===== src/rx_meta_front_params.svh =====
`ifndef RX_META_FRONT_PARAMS_SVH
`define RX_META_FRONT_PARAMS_SVH

// Packet queues and queue-manager lanes.
`define FLOW_IDX_WIDTH 6
`define MAX_NB_FLOWS 64
`define NB_PKT_QMS 4
`define PKT_QM_ID_WIDTH 2
`define PKT_SIZE_WIDTH 16

// Host address and write data layout.
`define MMIO_ADDR_WIDTH 20
`define MMIO_PAGE_LSB 12
`define MMIO_PAGE_WIDTH 8
`define CTRL_PAGE 255
`define MMIO_DATA_WIDTH 64
`define MMIO_BYTE_WIDTH 3
`define REG_BYTES 4
`define NB_CONTROL_REGS 4
`define CTRL_IDX_WIDTH 2

// Queue depths and thresholds.
`define HEAD_UPD_QUEUE_LEN 16
`define HEAD_UPD_SLACK 4
`define IN_QUEUE_DEPTH 8
`define IN_QUEUE_ALMOST_FULL 4

`endif


===== src/rx_meta_pkg.sv =====
`include "rx_meta_front_params.svh"

package rx_meta_pkg;

// Metadata as delivered by the receive buffer.
typedef struct packed {
    logic [`FLOW_IDX_WIDTH-1:0] queue_id;
    logic [`PKT_SIZE_WIDTH-1:0] size;
} pkt_meta_t;

// Record handed to a queue-manager lane.
typedef struct packed {
    logic [`FLOW_IDX_WIDTH-1:0] queue_id;
    logic [`PKT_SIZE_WIDTH-1:0] size;
    logic                       descriptor_only;
} qm_meta_t;

// The same host address seen as a queue page or as the control page.
typedef union packed {
    struct packed {
        logic [`MMIO_PAGE_WIDTH-1:0] page;
        logic [`MMIO_PAGE_LSB-1:0]   reg_off;
    } queue;
    struct packed {
        logic [`MMIO_PAGE_WIDTH-1:0]                                page;
        logic [`MMIO_PAGE_LSB-`CTRL_IDX_WIDTH-`MMIO_BYTE_WIDTH-1:0] spare;
        logic [`CTRL_IDX_WIDTH-1:0]                                 reg_idx;
        logic [`MMIO_BYTE_WIDTH-1:0]                                byte_off;
    } ctrl;
} mmio_addr_u;

typedef struct packed {
    logic                           wr;
    mmio_addr_u                     addr;
    logic [`MMIO_DATA_WIDTH-1:0]    data;
    logic [`MMIO_DATA_WIDTH/8-1:0]  byteen;
} mmio_wr_t;

endpackage


===== src/sync_fifo.sv =====
`timescale 1ns/1ns

module sync_fifo #(
    parameter int WIDTH = 8,
    parameter int DEPTH = 16
) (
    input  logic                       pcie_clk,
    input  logic                       pcie_reset_n,
    input  logic [WIDTH-1:0]           in_data,
    input  logic                       in_valid,
    output logic                       in_ready,
    output logic [WIDTH-1:0]           out_data,
    output logic                       out_valid,
    input  logic                       out_ready,
    output logic [$clog2(DEPTH+1)-1:0] occup
);

localparam int AW = $clog2(DEPTH);
localparam int OW = $clog2(DEPTH+1);

logic [WIDTH-1:0] mem [DEPTH];
logic [AW-1:0]    wr_ptr;
logic [AW-1:0]    rd_ptr;
logic             push;
logic             pop;

assign in_ready  = (occup != OW'(DEPTH));
assign out_valid = (occup != '0);
// Head entry is visible without a read request.
assign out_data  = mem[rd_ptr];

assign push = in_valid & in_ready;
assign pop  = out_valid & out_ready;

always_ff @(posedge pcie_clk) begin
    if (push) begin
        mem[wr_ptr] <= in_data;
    end
end

always_ff @(posedge pcie_clk) begin
    if (!pcie_reset_n) begin
        wr_ptr <= '0;
        rd_ptr <= '0;
        occup  <= '0;
    end else begin
        if (push) begin
            wr_ptr <= (wr_ptr == AW'(DEPTH-1)) ? '0 : wr_ptr + 1'b1;
        end
        if (pop) begin
            rd_ptr <= (rd_ptr == AW'(DEPTH-1)) ? '0 : rd_ptr + 1'b1;
        end
        if (push && !pop) begin
            occup <= occup + 1'b1;
        end else if (pop && !push) begin
            occup <= occup - 1'b1;
        end
    end
end

endmodule


===== src/mmio_ctrl_decoder.sv =====
`timescale 1ns/1ns
`include "rx_meta_front_params.svh"

module mmio_ctrl_decoder (
    input  logic                       pcie_clk,
    input  logic                       pcie_reset_n,
    input  rx_meta_pkg::mmio_wr_t      mmio_wr,
    output logic                       disable_pcie,
    output logic                       eth_port_nb,
    output logic                       sw_reset,
    output logic                       head_upd,
    output logic [`FLOW_IDX_WIDTH-1:0] head_upd_flow
);

logic [`REG_BYTES*8-1:0] control_regs [`NB_CONTROL_REGS];
logic                    ctrl_wr;
logic                    head_wr;
logic                    sw_reset_meta;

// Control registers take only full low-word writes.
assign ctrl_wr = mmio_wr.wr
    && (mmio_wr.addr.ctrl.page == `CTRL_PAGE)
    && (&mmio_wr.byteen[`REG_BYTES-1:0]);

// Head pointer lives in the upper word of a queue page.
assign head_wr = mmio_wr.wr
    && (mmio_wr.addr.queue.page < `MAX_NB_FLOWS)
    && (&mmio_wr.byteen[2*`REG_BYTES-1:`REG_BYTES]);

assign disable_pcie = control_regs[0][0];
assign eth_port_nb  = control_regs[2][31];

always_ff @(posedge pcie_clk) begin
    if (!pcie_reset_n) begin
        for (int i = 0; i < `NB_CONTROL_REGS; i++) begin
            control_regs[i] <= '0;
        end
    end else if (ctrl_wr) begin
        control_regs[mmio_wr.addr.ctrl.reg_idx] <= mmio_wr.data[`REG_BYTES*8-1:0];
    end
end

// Software reset is set and cleared by the host, bit 27 of register 0.
always_ff @(posedge pcie_clk) begin
    if (!pcie_reset_n) begin
        sw_reset_meta <= 1'b0;
        sw_reset      <= 1'b0;
    end else begin
        sw_reset_meta <= control_regs[0][27];
        sw_reset      <= sw_reset_meta;
    end
end

always_ff @(posedge pcie_clk) begin
    if (!pcie_reset_n) begin
        head_upd <= 1'b0;
    end else begin
        head_upd <= head_wr;
    end
end

always_ff @(posedge pcie_clk) begin
    head_upd_flow <= mmio_wr.addr.queue.page[`FLOW_IDX_WIDTH-1:0];
end

endmodule


===== src/head_upd_tracker.sv =====
`timescale 1ns/1ns
`include "rx_meta_front_params.svh"

module head_upd_tracker (
    input  logic                       pcie_clk,
    input  logic                       pcie_reset_n,
    input  logic                       head_upd,
    input  logic [`FLOW_IDX_WIDTH-1:0] head_upd_flow,
    output logic [`FLOW_IDX_WIDTH-1:0] out_flow,
    output logic                       out_valid,
    input  logic                       out_ready,
    output logic [31:0]                rx_ignored_head_cnt
);

logic [$clog2(`HEAD_UPD_QUEUE_LEN+1)-1:0] queue_occup;
logic                                     almost_full;
logic                                     push_ok;

// The slack keeps the queue from ever reaching full.
assign almost_full = queue_occup > (`HEAD_UPD_QUEUE_LEN - `HEAD_UPD_SLACK);
assign push_ok     = !almost_full;

sync_fifo #(
    .WIDTH (`FLOW_IDX_WIDTH),
    .DEPTH (`HEAD_UPD_QUEUE_LEN)
) head_upd_queue (
    .pcie_clk     (pcie_clk),
    .pcie_reset_n (pcie_reset_n),
    .in_data      (head_upd_flow),
    .in_valid     (head_upd & push_ok),
    .in_ready     (),
    .out_data     (out_flow),
    .out_valid    (out_valid),
    .out_ready    (out_ready),
    .occup        (queue_occup)
);

// Updates that find the queue nearly full are lost, only counted here.
always_ff @(posedge pcie_clk) begin
    if (!pcie_reset_n) begin
        rx_ignored_head_cnt <= '0;
    end else if (head_upd && !push_ok) begin
        rx_ignored_head_cnt <= rx_ignored_head_cnt + 1'b1;
    end
end

endmodule


===== src/meta_merge_stage.sv =====
`timescale 1ns/1ns
`include "rx_meta_front_params.svh"

module meta_merge_stage (
    input  logic                       pcie_clk,
    input  logic                       pcie_reset_n,
    input  logic                       sw_reset,
    input  logic [`FLOW_IDX_WIDTH-1:0] head_flow,
    input  logic                       head_valid,
    output logic                       head_ready,
    input  rx_meta_pkg::pkt_meta_t     pkt_meta,
    input  logic                       pkt_meta_valid,
    output logic                       pkt_meta_ready,
    output rx_meta_pkg::qm_meta_t      out_meta,
    output logic                       out_valid,
    input  logic                       out_ready,
    output logic [31:0]                rx_pkt_head_upd_cnt
);

logic [$clog2(`IN_QUEUE_DEPTH+1)-1:0] in_queue_occup;
logic                                 in_queue_almost_full;
rx_meta_pkg::qm_meta_t                in_queue_in_data;
logic                                 in_queue_in_valid;
logic                                 merge_en;

assign in_queue_almost_full = in_queue_occup > `IN_QUEUE_ALMOST_FULL;

// Head updates win. Metadata only moves when no head update waits.
assign head_ready     = merge_en && !in_queue_almost_full;
assign pkt_meta_ready = merge_en && !in_queue_almost_full && !head_valid;

// Opens the merge one cycle after reset is released.
always_ff @(posedge pcie_clk) begin
    if (!pcie_reset_n) begin
        merge_en          <= 1'b0;
        in_queue_in_valid <= 1'b0;
    end else begin
        merge_en          <= 1'b1;
        in_queue_in_valid <= (head_valid & head_ready) | (pkt_meta_valid & pkt_meta_ready);
    end
end

always_ff @(posedge pcie_clk) begin
    if (head_valid & head_ready) begin
        in_queue_in_data.queue_id        <= head_flow;
        in_queue_in_data.size            <= '0;
        in_queue_in_data.descriptor_only <= 1'b1;
    end else begin
        in_queue_in_data.queue_id        <= pkt_meta.queue_id;
        in_queue_in_data.size            <= pkt_meta.size;
        in_queue_in_data.descriptor_only <= 1'b0;
    end
end

always_ff @(posedge pcie_clk) begin
    if (!pcie_reset_n || sw_reset) begin
        rx_pkt_head_upd_cnt <= '0;
    end else if (head_valid & head_ready) begin
        rx_pkt_head_upd_cnt <= rx_pkt_head_upd_cnt + 1'b1;
    end
end

sync_fifo #(
    .WIDTH ($bits(rx_meta_pkg::qm_meta_t)),
    .DEPTH (`IN_QUEUE_DEPTH)
) in_queue (
    .pcie_clk     (pcie_clk),
    .pcie_reset_n (pcie_reset_n),
    .in_data      (in_queue_in_data),
    .in_valid     (in_queue_in_valid),
    .in_ready     (),
    .out_data     (out_meta),
    .out_valid    (out_valid),
    .out_ready    (out_ready),
    .occup        (in_queue_occup)
);

endmodule


===== src/qm_dispatcher.sv =====
`timescale 1ns/1ns
`include "rx_meta_front_params.svh"

module qm_dispatcher (
    input  logic                   pcie_clk,
    input  logic                   pcie_reset_n,
    input  logic                   sw_reset,
    input  rx_meta_pkg::qm_meta_t  in_meta,
    input  logic                   in_valid,
    output logic                   in_ready,
    output rx_meta_pkg::qm_meta_t  qm_meta,
    output logic [`NB_PKT_QMS-1:0] qm_valid,
    input  logic [`NB_PKT_QMS-1:0] qm_ready
);

rx_meta_pkg::qm_meta_t        held_meta;
logic                         held_valid;
logic [`PKT_QM_ID_WIDTH-1:0]  lane;
logic                         send;

// Lane comes from the low queue id bits.
assign lane    = held_meta.queue_id[`PKT_QM_ID_WIDTH-1:0];
assign qm_meta = held_meta;

always_comb begin
    qm_valid = '0;
    send     = held_valid && qm_ready[lane];
    qm_valid[lane] = send;
end

// Refill when empty or while the held record is leaving.
assign in_ready = !held_valid || send;

always_ff @(posedge pcie_clk) begin
    if (!pcie_reset_n || sw_reset) begin
        held_valid <= 1'b0;
    end else if (in_valid && in_ready) begin
        held_valid <= 1'b1;
    end else if (send) begin
        held_valid <= 1'b0;
    end
end

always_ff @(posedge pcie_clk) begin
    if (in_valid && in_ready) begin
        held_meta <= in_meta;
    end
end

endmodule


===== src/rx_meta_front.sv =====
`timescale 1ns/1ns
`include "rx_meta_front_params.svh"

module rx_meta_front (
    input  logic                   pcie_clk,
    input  logic                   pcie_reset_n,
    input  rx_meta_pkg::mmio_wr_t  mmio_wr,
    input  rx_meta_pkg::pkt_meta_t rx_meta,
    input  logic                   rx_meta_valid,
    output logic                   rx_meta_ready,
    output rx_meta_pkg::qm_meta_t  qm_meta,
    output logic [`NB_PKT_QMS-1:0] qm_valid,
    input  logic [`NB_PKT_QMS-1:0] qm_ready,
    output logic                   disable_pcie,
    output logic                   eth_port_nb,
    output logic                   sw_reset,
    output logic [31:0]            rx_ignored_head_cnt,
    output logic [31:0]            rx_pkt_head_upd_cnt
);

logic                       head_upd;
logic [`FLOW_IDX_WIDTH-1:0] head_upd_flow;
logic [`FLOW_IDX_WIDTH-1:0] head_flow;
logic                       head_valid;
logic                       head_ready;
rx_meta_pkg::qm_meta_t      merged_meta;
logic                       merged_valid;
logic                       merged_ready;

mmio_ctrl_decoder mmio_ctrl_decoder_inst (
    .pcie_clk      (pcie_clk),
    .pcie_reset_n  (pcie_reset_n),
    .mmio_wr       (mmio_wr),
    .disable_pcie  (disable_pcie),
    .eth_port_nb   (eth_port_nb),
    .sw_reset      (sw_reset),
    .head_upd      (head_upd),
    .head_upd_flow (head_upd_flow)
);

head_upd_tracker head_upd_tracker_inst (
    .pcie_clk            (pcie_clk),
    .pcie_reset_n        (pcie_reset_n),
    .head_upd            (head_upd),
    .head_upd_flow       (head_upd_flow),
    .out_flow            (head_flow),
    .out_valid           (head_valid),
    .out_ready           (head_ready),
    .rx_ignored_head_cnt (rx_ignored_head_cnt)
);

meta_merge_stage meta_merge_stage_inst (
    .pcie_clk            (pcie_clk),
    .pcie_reset_n        (pcie_reset_n),
    .sw_reset            (sw_reset),
    .head_flow           (head_flow),
    .head_valid          (head_valid),
    .head_ready          (head_ready),
    .pkt_meta            (rx_meta),
    .pkt_meta_valid      (rx_meta_valid),
    .pkt_meta_ready      (rx_meta_ready),
    .out_meta            (merged_meta),
    .out_valid           (merged_valid),
    .out_ready           (merged_ready),
    .rx_pkt_head_upd_cnt (rx_pkt_head_upd_cnt)
);

qm_dispatcher qm_dispatcher_inst (
    .pcie_clk     (pcie_clk),
    .pcie_reset_n (pcie_reset_n),
    .sw_reset     (sw_reset),
    .in_meta      (merged_meta),
    .in_valid     (merged_valid),
    .in_ready     (merged_ready),
    .qm_meta      (qm_meta),
    .qm_valid     (qm_valid),
    .qm_ready     (qm_ready)
);

endmodule


===== config.mk =====
export PLATFORM = sky130hd
export DESIGN_NAME = rx_meta_front
export DESIGN_NICKNAME = d
export VERILOG_FILES = /design/src/rx_meta_pkg.sv /design/src/sync_fifo.sv /design/src/mmio_ctrl_decoder.sv /design/src/head_upd_tracker.sv /design/src/meta_merge_stage.sv /design/src/qm_dispatcher.sv /design/src/rx_meta_front.sv
export VERILOG_INCLUDE_DIRS = /design/src
export SDC_FILE = /design/constraint.sdc
export NUM_CORES = 1
export LEC_CHECK = 0
export BUFFER_PORTS_ARGS = -buffer_cell sky130_fd_sc_hd__buf_2
export CAP_MARGIN = 20
export CORE_MARGIN = 4
export CORE_UTILIZATION = 45
export CTS_CLUSTER_SIZE = 30
export DETAILED_ROUTE_END_ITERATION = 6
export GPL_TIMING_DRIVEN = 0
export PLACE_DENSITY = 0.74
export SLEW_MARGIN = 20
export SYNTH_ARGS = -nofsm -noshare
export SYNTH_HDL_FRONTEND = slang
export SYNTH_SLANG_ARGS = --single-unit

===== constraint.sdc =====
create_clock -name pcie_clk -period 8.9 [get_ports pcie_clk]
set_clock_uncertainty 0.1 [all_clocks]
set_input_delay 2.225 -clock pcie_clk [delete_from_list [all_inputs] [get_ports pcie_clk]]
set_output_delay 2.225 -clock pcie_clk [all_outputs]
set_load 0.1 [all_outputs]

======== After elaboration in Yosys (flattened, before gate mapping) ========
Memory sizes are Yosys's and may differ from the RTL's. A register that Yosys moved wholly into a read port is not among the register bits.
Cells that the tools add are included.
operators by class
  add/subtract/negate cells ............... 10
  multipliers ............................. 0
  divide/modulo/power cells ............... 0
  $lt $le $gt $ge ......................... 5
  equal/unequal tests ..................... 7
  shift operators ......................... 0
  multiplexer cells ....................... 29
  bitwise operators ....................... 8
  reduce and logical (&&, ||, !) cells .... 33
operator list
  cell                     count
  $add A32 B1 Y32 const B  2
  $mux W32                 1
  $reduce_or A32 Y1        1
  $mux W4                  6
  $mux W23                 1
  $logic_and A1 B1 Y1      14
  $mux W1                  14
  $add A4 B1 Y4 const B    3
  $mux W5                  2
  $logic_not A1 Y1         9
  $eq A4 B4 Y1 const B     2
  $eq A8 B8 Y1 const B     1
  $lt A8 B7 Y1 const B     1
  $reduce_and A4 Y1        2
  $add A3 B1 Y3 const B    2
  $and A1 B1 Y1            6
  $eq A3 B3 Y1 const B     2
  $mux W3                  2
  $reduce_bool A2 Y1       3
  $add A5 B1 Y5 const B    1
  $gt A5 B4 Y1 const B     1
  $ne A5 B5 Y1 const B     1
  $reduce_bool A5 Y1       1
  $sub A5 B1 Y5 const B    1
  other kinds (12)         13
word-level totals
  register bits ........................... 122
  latch bits .............................. 0
  bits in writable memories ............... 408
  ROM bits ................................ 0
  input bits .............................. 122
  output and inout port bits .............. 95
  word-level logic and storage cells ...... 113
  memories ................................ 3
memory list
  memory                                    words  bits a word  read ports  clocked after memory_dff  wr ports  line                     source
  meta_merge_stage_inst.in_queue.mem        8      23           1           1                         1         sync_fifo.sv:21          logic [WIDTH-1:0] mem [DEPTH];
  mmio_ctrl_decoder_inst.control_regs       4      32           2           0                         4         mmio_ctrl_decoder.sv:15  logic [`REG_BYTES*8-1:0] control_regs [`NB_CONTROL_REGS];
  head_upd_tracker_inst.head_upd_queue.mem  16     6            1           1                         1         sync_fifo.sv:21

======== Longest topological paths before layout ========
Gate-level depths: netlist of run 1.
  word-level depth ........................ 8
  depth in mapped cells ................... 13
  depth with buffers taken out ............ 12

======== Hierarchy ========
A second synthesis of run 1 with hierarchy kept.
unflattened totals
  cells, all modules ...................... 1106
  area total of the unflattened synthesis .. 17405.4 sq um
by module, submodules not included
  module                                            instances  cells an instance  area each (sq um)  seq. area each (sq um)
  sync_fifo (meta_merge_stage_inst.in_queue)        1          340                7723.7             5785.5
  sync_fifo (head_upd_tracker_inst.head_upd_queue)  1          263                4588.2             3223.1
  meta_merge_stage                                  1          242                2197.1             1141.1
  head_upd_tracker                                  1          191                1701.6             640.6
  qm_dispatcher                                     1          39                 819.5              710.7
  mmio_ctrl_decoder                                 1          31                 375.4              270.3

======== Worst setup path after synthesis of run 1 ========
Ideal clock, no wire load.
  path type ............................... input to output
  start point ............................. input qm_ready[0]
  end point ............................... output qm_valid[0]
  arrival ................................. 5.055 ns
  required time ........................... 6.575 ns
  slack ................................... 1.520 ns
  cell stages on the path ................. 1
  path through ............................ nor4bb_1
between the ends
  word-level cells in the longest chain between the ends .. 4
RTL lines
  element                        line                 source
  start, declared                rx_meta_front.sv:13  input logic [`NB_PKT_QMS-1:0] qm_ready,
  $bmux W1 S2                    qm_dispatcher.sv:27  send = held_valid && qm_ready[lane];
  $mux W1 (implied by the code)  qm_dispatcher.sv:27
  $logic_and A1 B1 Y1            qm_dispatcher.sv:27
  $and A4 B4 Y4 (no line)        -
  end, declared                  rx_meta_front.sv:12  output logic [`NB_PKT_QMS-1:0] qm_valid,
No other way between the ends. The select of a mux whose other input is x is not followed.

======== Final worst setup path of run 1 ========
Same ends and word-level chain as after synthesis.

==> run summary, run 1 <==
outcome -> finished clean
Setup crit end kind -> primary output
Post-Syn Area -> 0.0170 sq mm
Max Fclk -> 188 MHz
Non-Filler Instances -> 1,820
RSZ-0062 raised after global routing -> false
CTS clk-pin slew, worst paths -> 0.06 ns
total grt overflow -> 0
initial core utilization -> 46.1%
yosys warns -> 0
CP endpoint -> qm_valid[0]
critical path required time -> 6.58 ns
Syn-to-layout area delta -> 18.8%
Synth Register Bits -> 432
CTS HTree Levels -> 2
Gate power share -> 23.8%
routability cong. -> 0.831
WL/cell -> 19.7 um
Int Pwr -> 4.10 mW
first-pass GRT wire length -> 56.4 mm
power share of the clock group -> 32.9%
number of fill cells -> 2,938
Hold Violations, Final -> 0
share of layout cells above drive strength 1 -> 28.1%
Pwr Density -> 296 mW/mm^2
row cnt -> 70
via count -> 9,852
Post-DRT Antenna Nets -> 0
I/O pin count -> 217
CORE AREA -> 0.0370 sq mm
max cap viols -> 0
clock sink count -> 432
RR Startpoint -> head_upd_tracker_inst.head_upd_queue.occup[4]
CTS root buffer -> clkbuf_16
Max VDD drop -> 169 uV
diode count -> 0
Hold WC Path Type -> reg2reg
sequential share of power -> 43.2%
Worst Setup SP -> qm_ready[0]
register area share after synthesis -> 68.8%
Sw Share -> 31.6%
cts repair resizes -> 0
Synth Instances -> 1,069
min cycle time layout -> 5.33 ns
CTS tree -> done
slowest CP cell -> buf_2
Die ar. -> 0.0410 sq mm
ys async rst share -> 0%
# placed instances -> 1,738
Initial DRC Count -> 711
drt drc -> 0
Die Span X -> 203 um
Fin Setup TNS -> 0 ns
WP depth -> 3
port bufs -> 145
WP buf/inv -> 2
Die H -> 203 um
Syn Nets -> 1,211
Final Util -> 54.7%
Final Routed Wirelength -> 35.8 mm
largest net degree at the start of global routing -> 24
Detailed Routing Iterations Pass 1 -> 5
CP top delay family -> buffers and inverters
RR Endpoint -> head_upd_tracker_inst.head_upd_queue.occup[4]
CTS Buf Count -> 44
P_sw -> 1.89 mW
startpoint types -> primary input
P_leak -> 7.05 nW
ys flop type -> edfxtp_1
Worst-Margin Slew -> 0.975 ns
vias in the first global route -> 9,994
Final Setup Violations -> 0
# Post-CTS Setup Buffers -> 0
slew margin rel. -> 35.0%
number of synthesized flops with an enable pin -> 306
CP arrival -> 3.00 ns
Most common cell on crit path -> buf_2
WHS -> 0.344 ns
fin crit share -> 59.8%
Crit Path Category -> in2out
R2R depth -> 13
later-pin clock latency in the skew report -> 0.55 ns
post-synthesis cell type count -> 59
initial antenna violation count -> 0
Slowest Stage Delay on Critical Path -> 0.48 ns
hpwl dp -> 24.5 mm
CTS Hold Bufs -> 0
Max FO, Critical Path -> 2
Design Power -> 5.99 mW
r2r setup slk -> 4.79 ns
Bufs on Longest Clock Path -> 3
Final Slew Violations -> 0
Vias/cell -> 5.41
Avg Inst Size Synth -> 15.9 sq um
commonest cells after routing, fill and taps aside -> edfxtp_1 (306), buf_2 (160), dfxtp_1 (126)
final net count -> 1,422
most common cell after layout, fill and taps aside -> edfxtp_1
total global-route track usage -> 17.4%
cell-by-cell trace of the critical path -> buf_2 > nor4bb_1 > buf_2
==> worst min path at each step <==
stage,from,end,slack [ns],cells past startpoint
3_5_place_dp,mmio_ctrl_decoder_inst.sw_reset_meta,mmio_ctrl_decoder_inst.sw_reset,0.33,1
3_3_place_gp,mmio_ctrl_decoder_inst.sw_reset_meta,mmio_ctrl_decoder_inst.sw_reset,0.32,1
2_1_floorplan,mmio_ctrl_decoder_inst.sw_reset_meta,mmio_ctrl_decoder_inst.sw_reset,0.31,1
6_report,mmio_ctrl_decoder_inst.sw_reset_meta,mmio_ctrl_decoder_inst.sw_reset,0.34,1
5_1_grt,mmio_ctrl_decoder_inst.sw_reset_meta,mmio_ctrl_decoder_inst.sw_reset,0.35,1
4_1_cts,mmio_ctrl_decoder_inst.sw_reset_meta,mmio_ctrl_decoder_inst.sw_reset,0.35,1
==> cell type report <==
type                            count  area [sq um]  share of cell area [%]
Buffer                             46           194                   0.959
Multi-Input combinational cell    575          5110                    25.3
Sequential cell                   432         11700                    57.9
Timing Repair Buffer              165           948                    4.69
Clock buffer                       57          1210                    5.99
Inverter                           16          60.1                   0.297
Tap cell                          504           631                    3.12
Clock inverter                     25           354                    1.75
==> worst register-to-register path: cells and delay by family (launching register included) <==
kind            cells  cell delay [ns]
compound gates      3             0.52
simple gates        3             1.18
flops               1             0.30
xor+xnor            1             0.09
buf+inv             4             1.13
fa+ha+maj           2             0.73
==> power groups by stage <==
| stage | Combinational (mW) | Sequential (mW) | Clock [mW] |
|---|---|---|---|
| after floorplan | 0.702 | 3.00 | 0 |
| after global placement | 1.42 | 2.62 | 0 |
| after detailed placement | 1.44 | 2.63 | 0 |
| after CTS | 1.45 | 2.59 | 2.01 |
| after global routing | 1.53 | 2.62 | 2.10 |
| final | 1.43 | 2.59 | 1.97 |
==> synth_stat cells (12+ instances only) <==
cell / number / area, sq um
edfxtp_1: 306 / 9190
dfxtp_1: 126 / 2520
mux4_2: 71 / 1600
nor2_1: 53 / 199
nand2_1: 52 / 195
and2_1: 47 / 294
mux2_2: 29 / 327
clkbuf_1: 28 / 105
nand4_1: 25 / 156
o21ai_0: 25 / 125
nand3_1: 24 / 120
xnor2_1: 23 / 201
xor2_1: 23 / 201
or3_1: 21 / 131
a21oi_1: 19 / 95.1
ha_1: 18 / 225
nor3_1: 16 / 80.1
inv_1: 15 / 56.3
a21boi_0: 12 / 90.1
==> routing by layer <==
metal	vias up	part of all wire (%)	wire length (um)	global-route usage, %
li1	4538	-	-	-
met1	4947	42	15000	23.7
met2	313	50	17800	29.6
met3	54	6.7	2400	3.21
met4	0	1.7	621	3.93
met5	-	0	0	0
==> sequential cells by signal, summed over array words and instances (netlist names), named ones only <==
signal                                       flops
head_upd_tracker_inst.head_upd_queue.mem        96
head_upd_tracker_inst.head_upd_queue.occup       5
head_upd_tracker_inst.head_upd_queue.rd_ptr      4
head_upd_tracker_inst.head_upd_queue.wr_ptr      4
head_upd_tracker_inst.rx_ignored_head_cnt       32
meta_merge_stage_inst.in_queue.mem             184
meta_merge_stage_inst.in_queue.occup             4
meta_merge_stage_inst.in_queue.rd_ptr            3
meta_merge_stage_inst.in_queue.wr_ptr            3
meta_merge_stage_inst.in_queue_in_data          23
meta_merge_stage_inst.in_queue_in_valid          1
meta_merge_stage_inst.merge_en                   1
meta_merge_stage_inst.rx_pkt_head_upd_cnt       32
mmio_ctrl_decoder_inst.control_regs              3
mmio_ctrl_decoder_inst.head_upd                  1
mmio_ctrl_decoder_inst.head_upd_flow             6
mmio_ctrl_decoder_inst.sw_reset                  1
mmio_ctrl_decoder_inst.sw_reset_meta             1
qm_dispatcher_inst.held_valid                    1
qm_dispatcher_inst.qm_meta                      23
==> stage by stage <==
stage / cell area (sq um) / setup slack [ns]
after floorplan: 17000 / 1.52
after global placement: 18400 / 2.85
after detailed placement: 18700 / 3.60
after CTS: 20200 / 3.58
after global routing: 20200 / 3.53
final: 20200 / 3.57
==> logic make-up after synthesis <==
kind of cell / share of synthesized area, %
flip-flops: 68.8
multiplexers: 12.0
buffers and inverters: 1.49
AO/OA/AOI/OAI: 3.55
adder cells (fa/ha/maj): 1.56
XOR/XNOR: 2.37
AND/OR/NAND/NOR: 10.3
Power figures use the tool's default switching activity.
==> run 2: changes to the inputs <==
clock period = 5.1 ns   (was 8.9 ns; I/O delays follow)
==> run 2 against run 1 <==
- final area up 0.19%
- sequential share of layout area down 0.11 points
- largest cell class unchanged
- non-clock buffer count up 3
- largest power group unchanged
- worst hold slack better by 0.0099 ns
- critical path type is now reg2out
- first-iteration DRC count up 3.8%
- combinational power up 80%
- wire length up 3.9%
==> run summary, run 2 (same netlist as run 1, synthesis figures left out) <==
Hold Path End -> mmio_ctrl_decoder_inst.sw_reset
Design Power -> 10.5 mW
Max VDD drop -> 345 uV
Pwr Density -> 517 mW/mm^2
Worst-Margin Slew -> 0.975 ns
Post-DRT Antenna Nets -> 0
startpoint types -> flip-flop
Fin Setup TNS -> 0 ns
Biggest register -> meta_merge_stage_inst.in_queue.mem
RR Startpoint -> head_upd_tracker_inst.head_upd_queue.occup[4]
Bufs on Longest Clock Path -> 3
# Post-CTS Setup Buffers -> 0
CP arrival -> 2.97 ns
cell-by-cell trace of the critical path -> clkbuf_1 > or4_1 > buf_2 > clkbuf_1 > nor2_1 > buf_2
Syn-to-layout area delta -> 19.0%
row cnt -> 70
critical hold path startpoint -> mmio_ctrl_decoder_inst.sw_reset_meta
Initial DRC Count -> 738
max cap viols -> 0
RR Endpoint -> head_upd_tracker_inst.head_upd_queue.occup[4]
Detailed Routing Iterations Pass 1 -> 6
clock sink count -> 432
CTS Hold Bufs -> 0
Max Fclk -> 230 MHz
via count -> 9,923
CTS tree -> done
Vias/cell -> 5.44
RSZ-0062 raised after global routing -> false
CTS clk-pin slew, worst paths -> 0.06 ns
port bufs -> 145
Die Span X -> 203 um
initial core utilization -> 46.1%
Crit Path Category -> reg2out
Final Slew Violations -> 0
Setup crit end kind -> primary output
CORE AREA -> 0.0370 sq mm
min cycle time layout -> 4.34 ns
hpwl dp -> 25.4 mm
Regs by FF count -> meta_merge_stage_inst.in_queue.mem (184), head_upd_tracker_inst.head_upd_queue.mem (96)
fin crit share -> 85.2%
slew margin rel. -> 34.5%
Hold WC Path Type -> reg2reg
max reg flops -> 184
WP buf/inv -> 4
I/O pin count -> 217
met2 usage -> 30.2%
Slowest Stage Delay on Critical Path -> 0.55 ns
total global-route track usage -> 18.1%
met3 usage -> 3.50%
vias in the first global route -> 10,142
drt drc -> 0
Max FO, Critical Path -> 10
cts repair resizes -> 0
share of layout cells above drive strength 1 -> 28.3%
slowest CP cell -> or4_1
Final Setup Violations -> 0
first-pass GRT wire length -> 58.2 mm
met1 Resource Use GR -> 24.4%
CP top delay family -> buffers and inverters
Final Util -> 54.8%
most common cell after layout, fill and taps aside -> edfxtp_1
hold path depth -> 1
later-pin clock latency in the skew report -> 0.56 ns
WL/cell -> 20.4 um
outcome -> finished clean
Final Routed Wirelength -> 37.2 mm
Hold Violations, Final -> 0
largest net degree at the start of global routing -> 17
CTS root buffer -> clkbuf_16
critical path required time -> 3.72 ns
Die ar. -> 0.0410 sq mm
initial antenna violation count -> 1
commonest cells after routing, fill and taps aside -> edfxtp_1 (306), buf_2 (160), dfxtp_1 (126)
total grt overflow -> 0
GRT Max-Usage Layer -> met2
Die H -> 203 um
P_leak -> 7.06 nW
R2R depth -> 13
r2r setup slk -> 1.02 ns
final net count -> 1,425
number of fill cells -> 2,966
routability cong. -> 0.837
CTS Buf Count -> 44
CTS HTree Levels -> 2
[run 2: power by group]
part / internal, mW / switching, mW
Sequential: 4.24 / 0.269
Combinational: 0.822 / 1.75
Clock: 2.08 / 1.32
Total: 7.13 / 3.34
[run 2: final cells by class]
class                   instances  area, sq um  share of cell area, %
clock buffers                  59         1200                   5.92
flip-flops and latches        432        11700                   57.8
repair buffers                168          991                   4.89
inverters                      16         60.1                  0.296
plain buffers                  46          194                  0.957
well taps                     504          631                   3.11
diodes                          1         2.50                 0.0123
multi-input cells             575         5120                   25.3
clock inverters                23          354                   1.75
[run 2: routing by layer]
metal,vias up,routed length (um)
li1,4556,-
met4,0,1070
met1,4972,15400
met5,-,0
met2,326,18300
met3,69,2420
[run 2: worst max path at each step]
stage,start,end,slack (ns),cells after the start
CTS,head_upd_tracker_inst.head_upd_queue.occup[4],rx_meta_ready,0.76,6
global route,head_upd_tracker_inst.head_upd_queue.occup[4],head_upd_tracker_inst.head_upd_queue.occup[4],0.64,13
global placement,meta_merge_stage_inst.in_queue.occup[0],meta_merge_stage_inst.in_queue.mem[0][1],-0.88,4
finish,head_upd_tracker_inst.head_upd_queue.occup[4],rx_meta_ready,0.76,6
detailed placement,head_upd_tracker_inst.head_upd_queue.occup[4],head_upd_tracker_inst.head_upd_queue.occup[4],0.99,13
floorplan,qm_ready[0],qm_valid[0],0.69,1
[run 2: metrics by stage]
step                hold slack, ns  cells  worst slack [ns]  area (sq um)
floorplan                    0.312   1069             0.694         17000
global placement             0.318   1718            -0.884         18400
detailed placement           0.333   1740             0.992         18700
CTS                          0.355   1822             0.755         20200
global route                 0.370   1824             0.638         20300
finish                       0.354   1824             0.757         20300
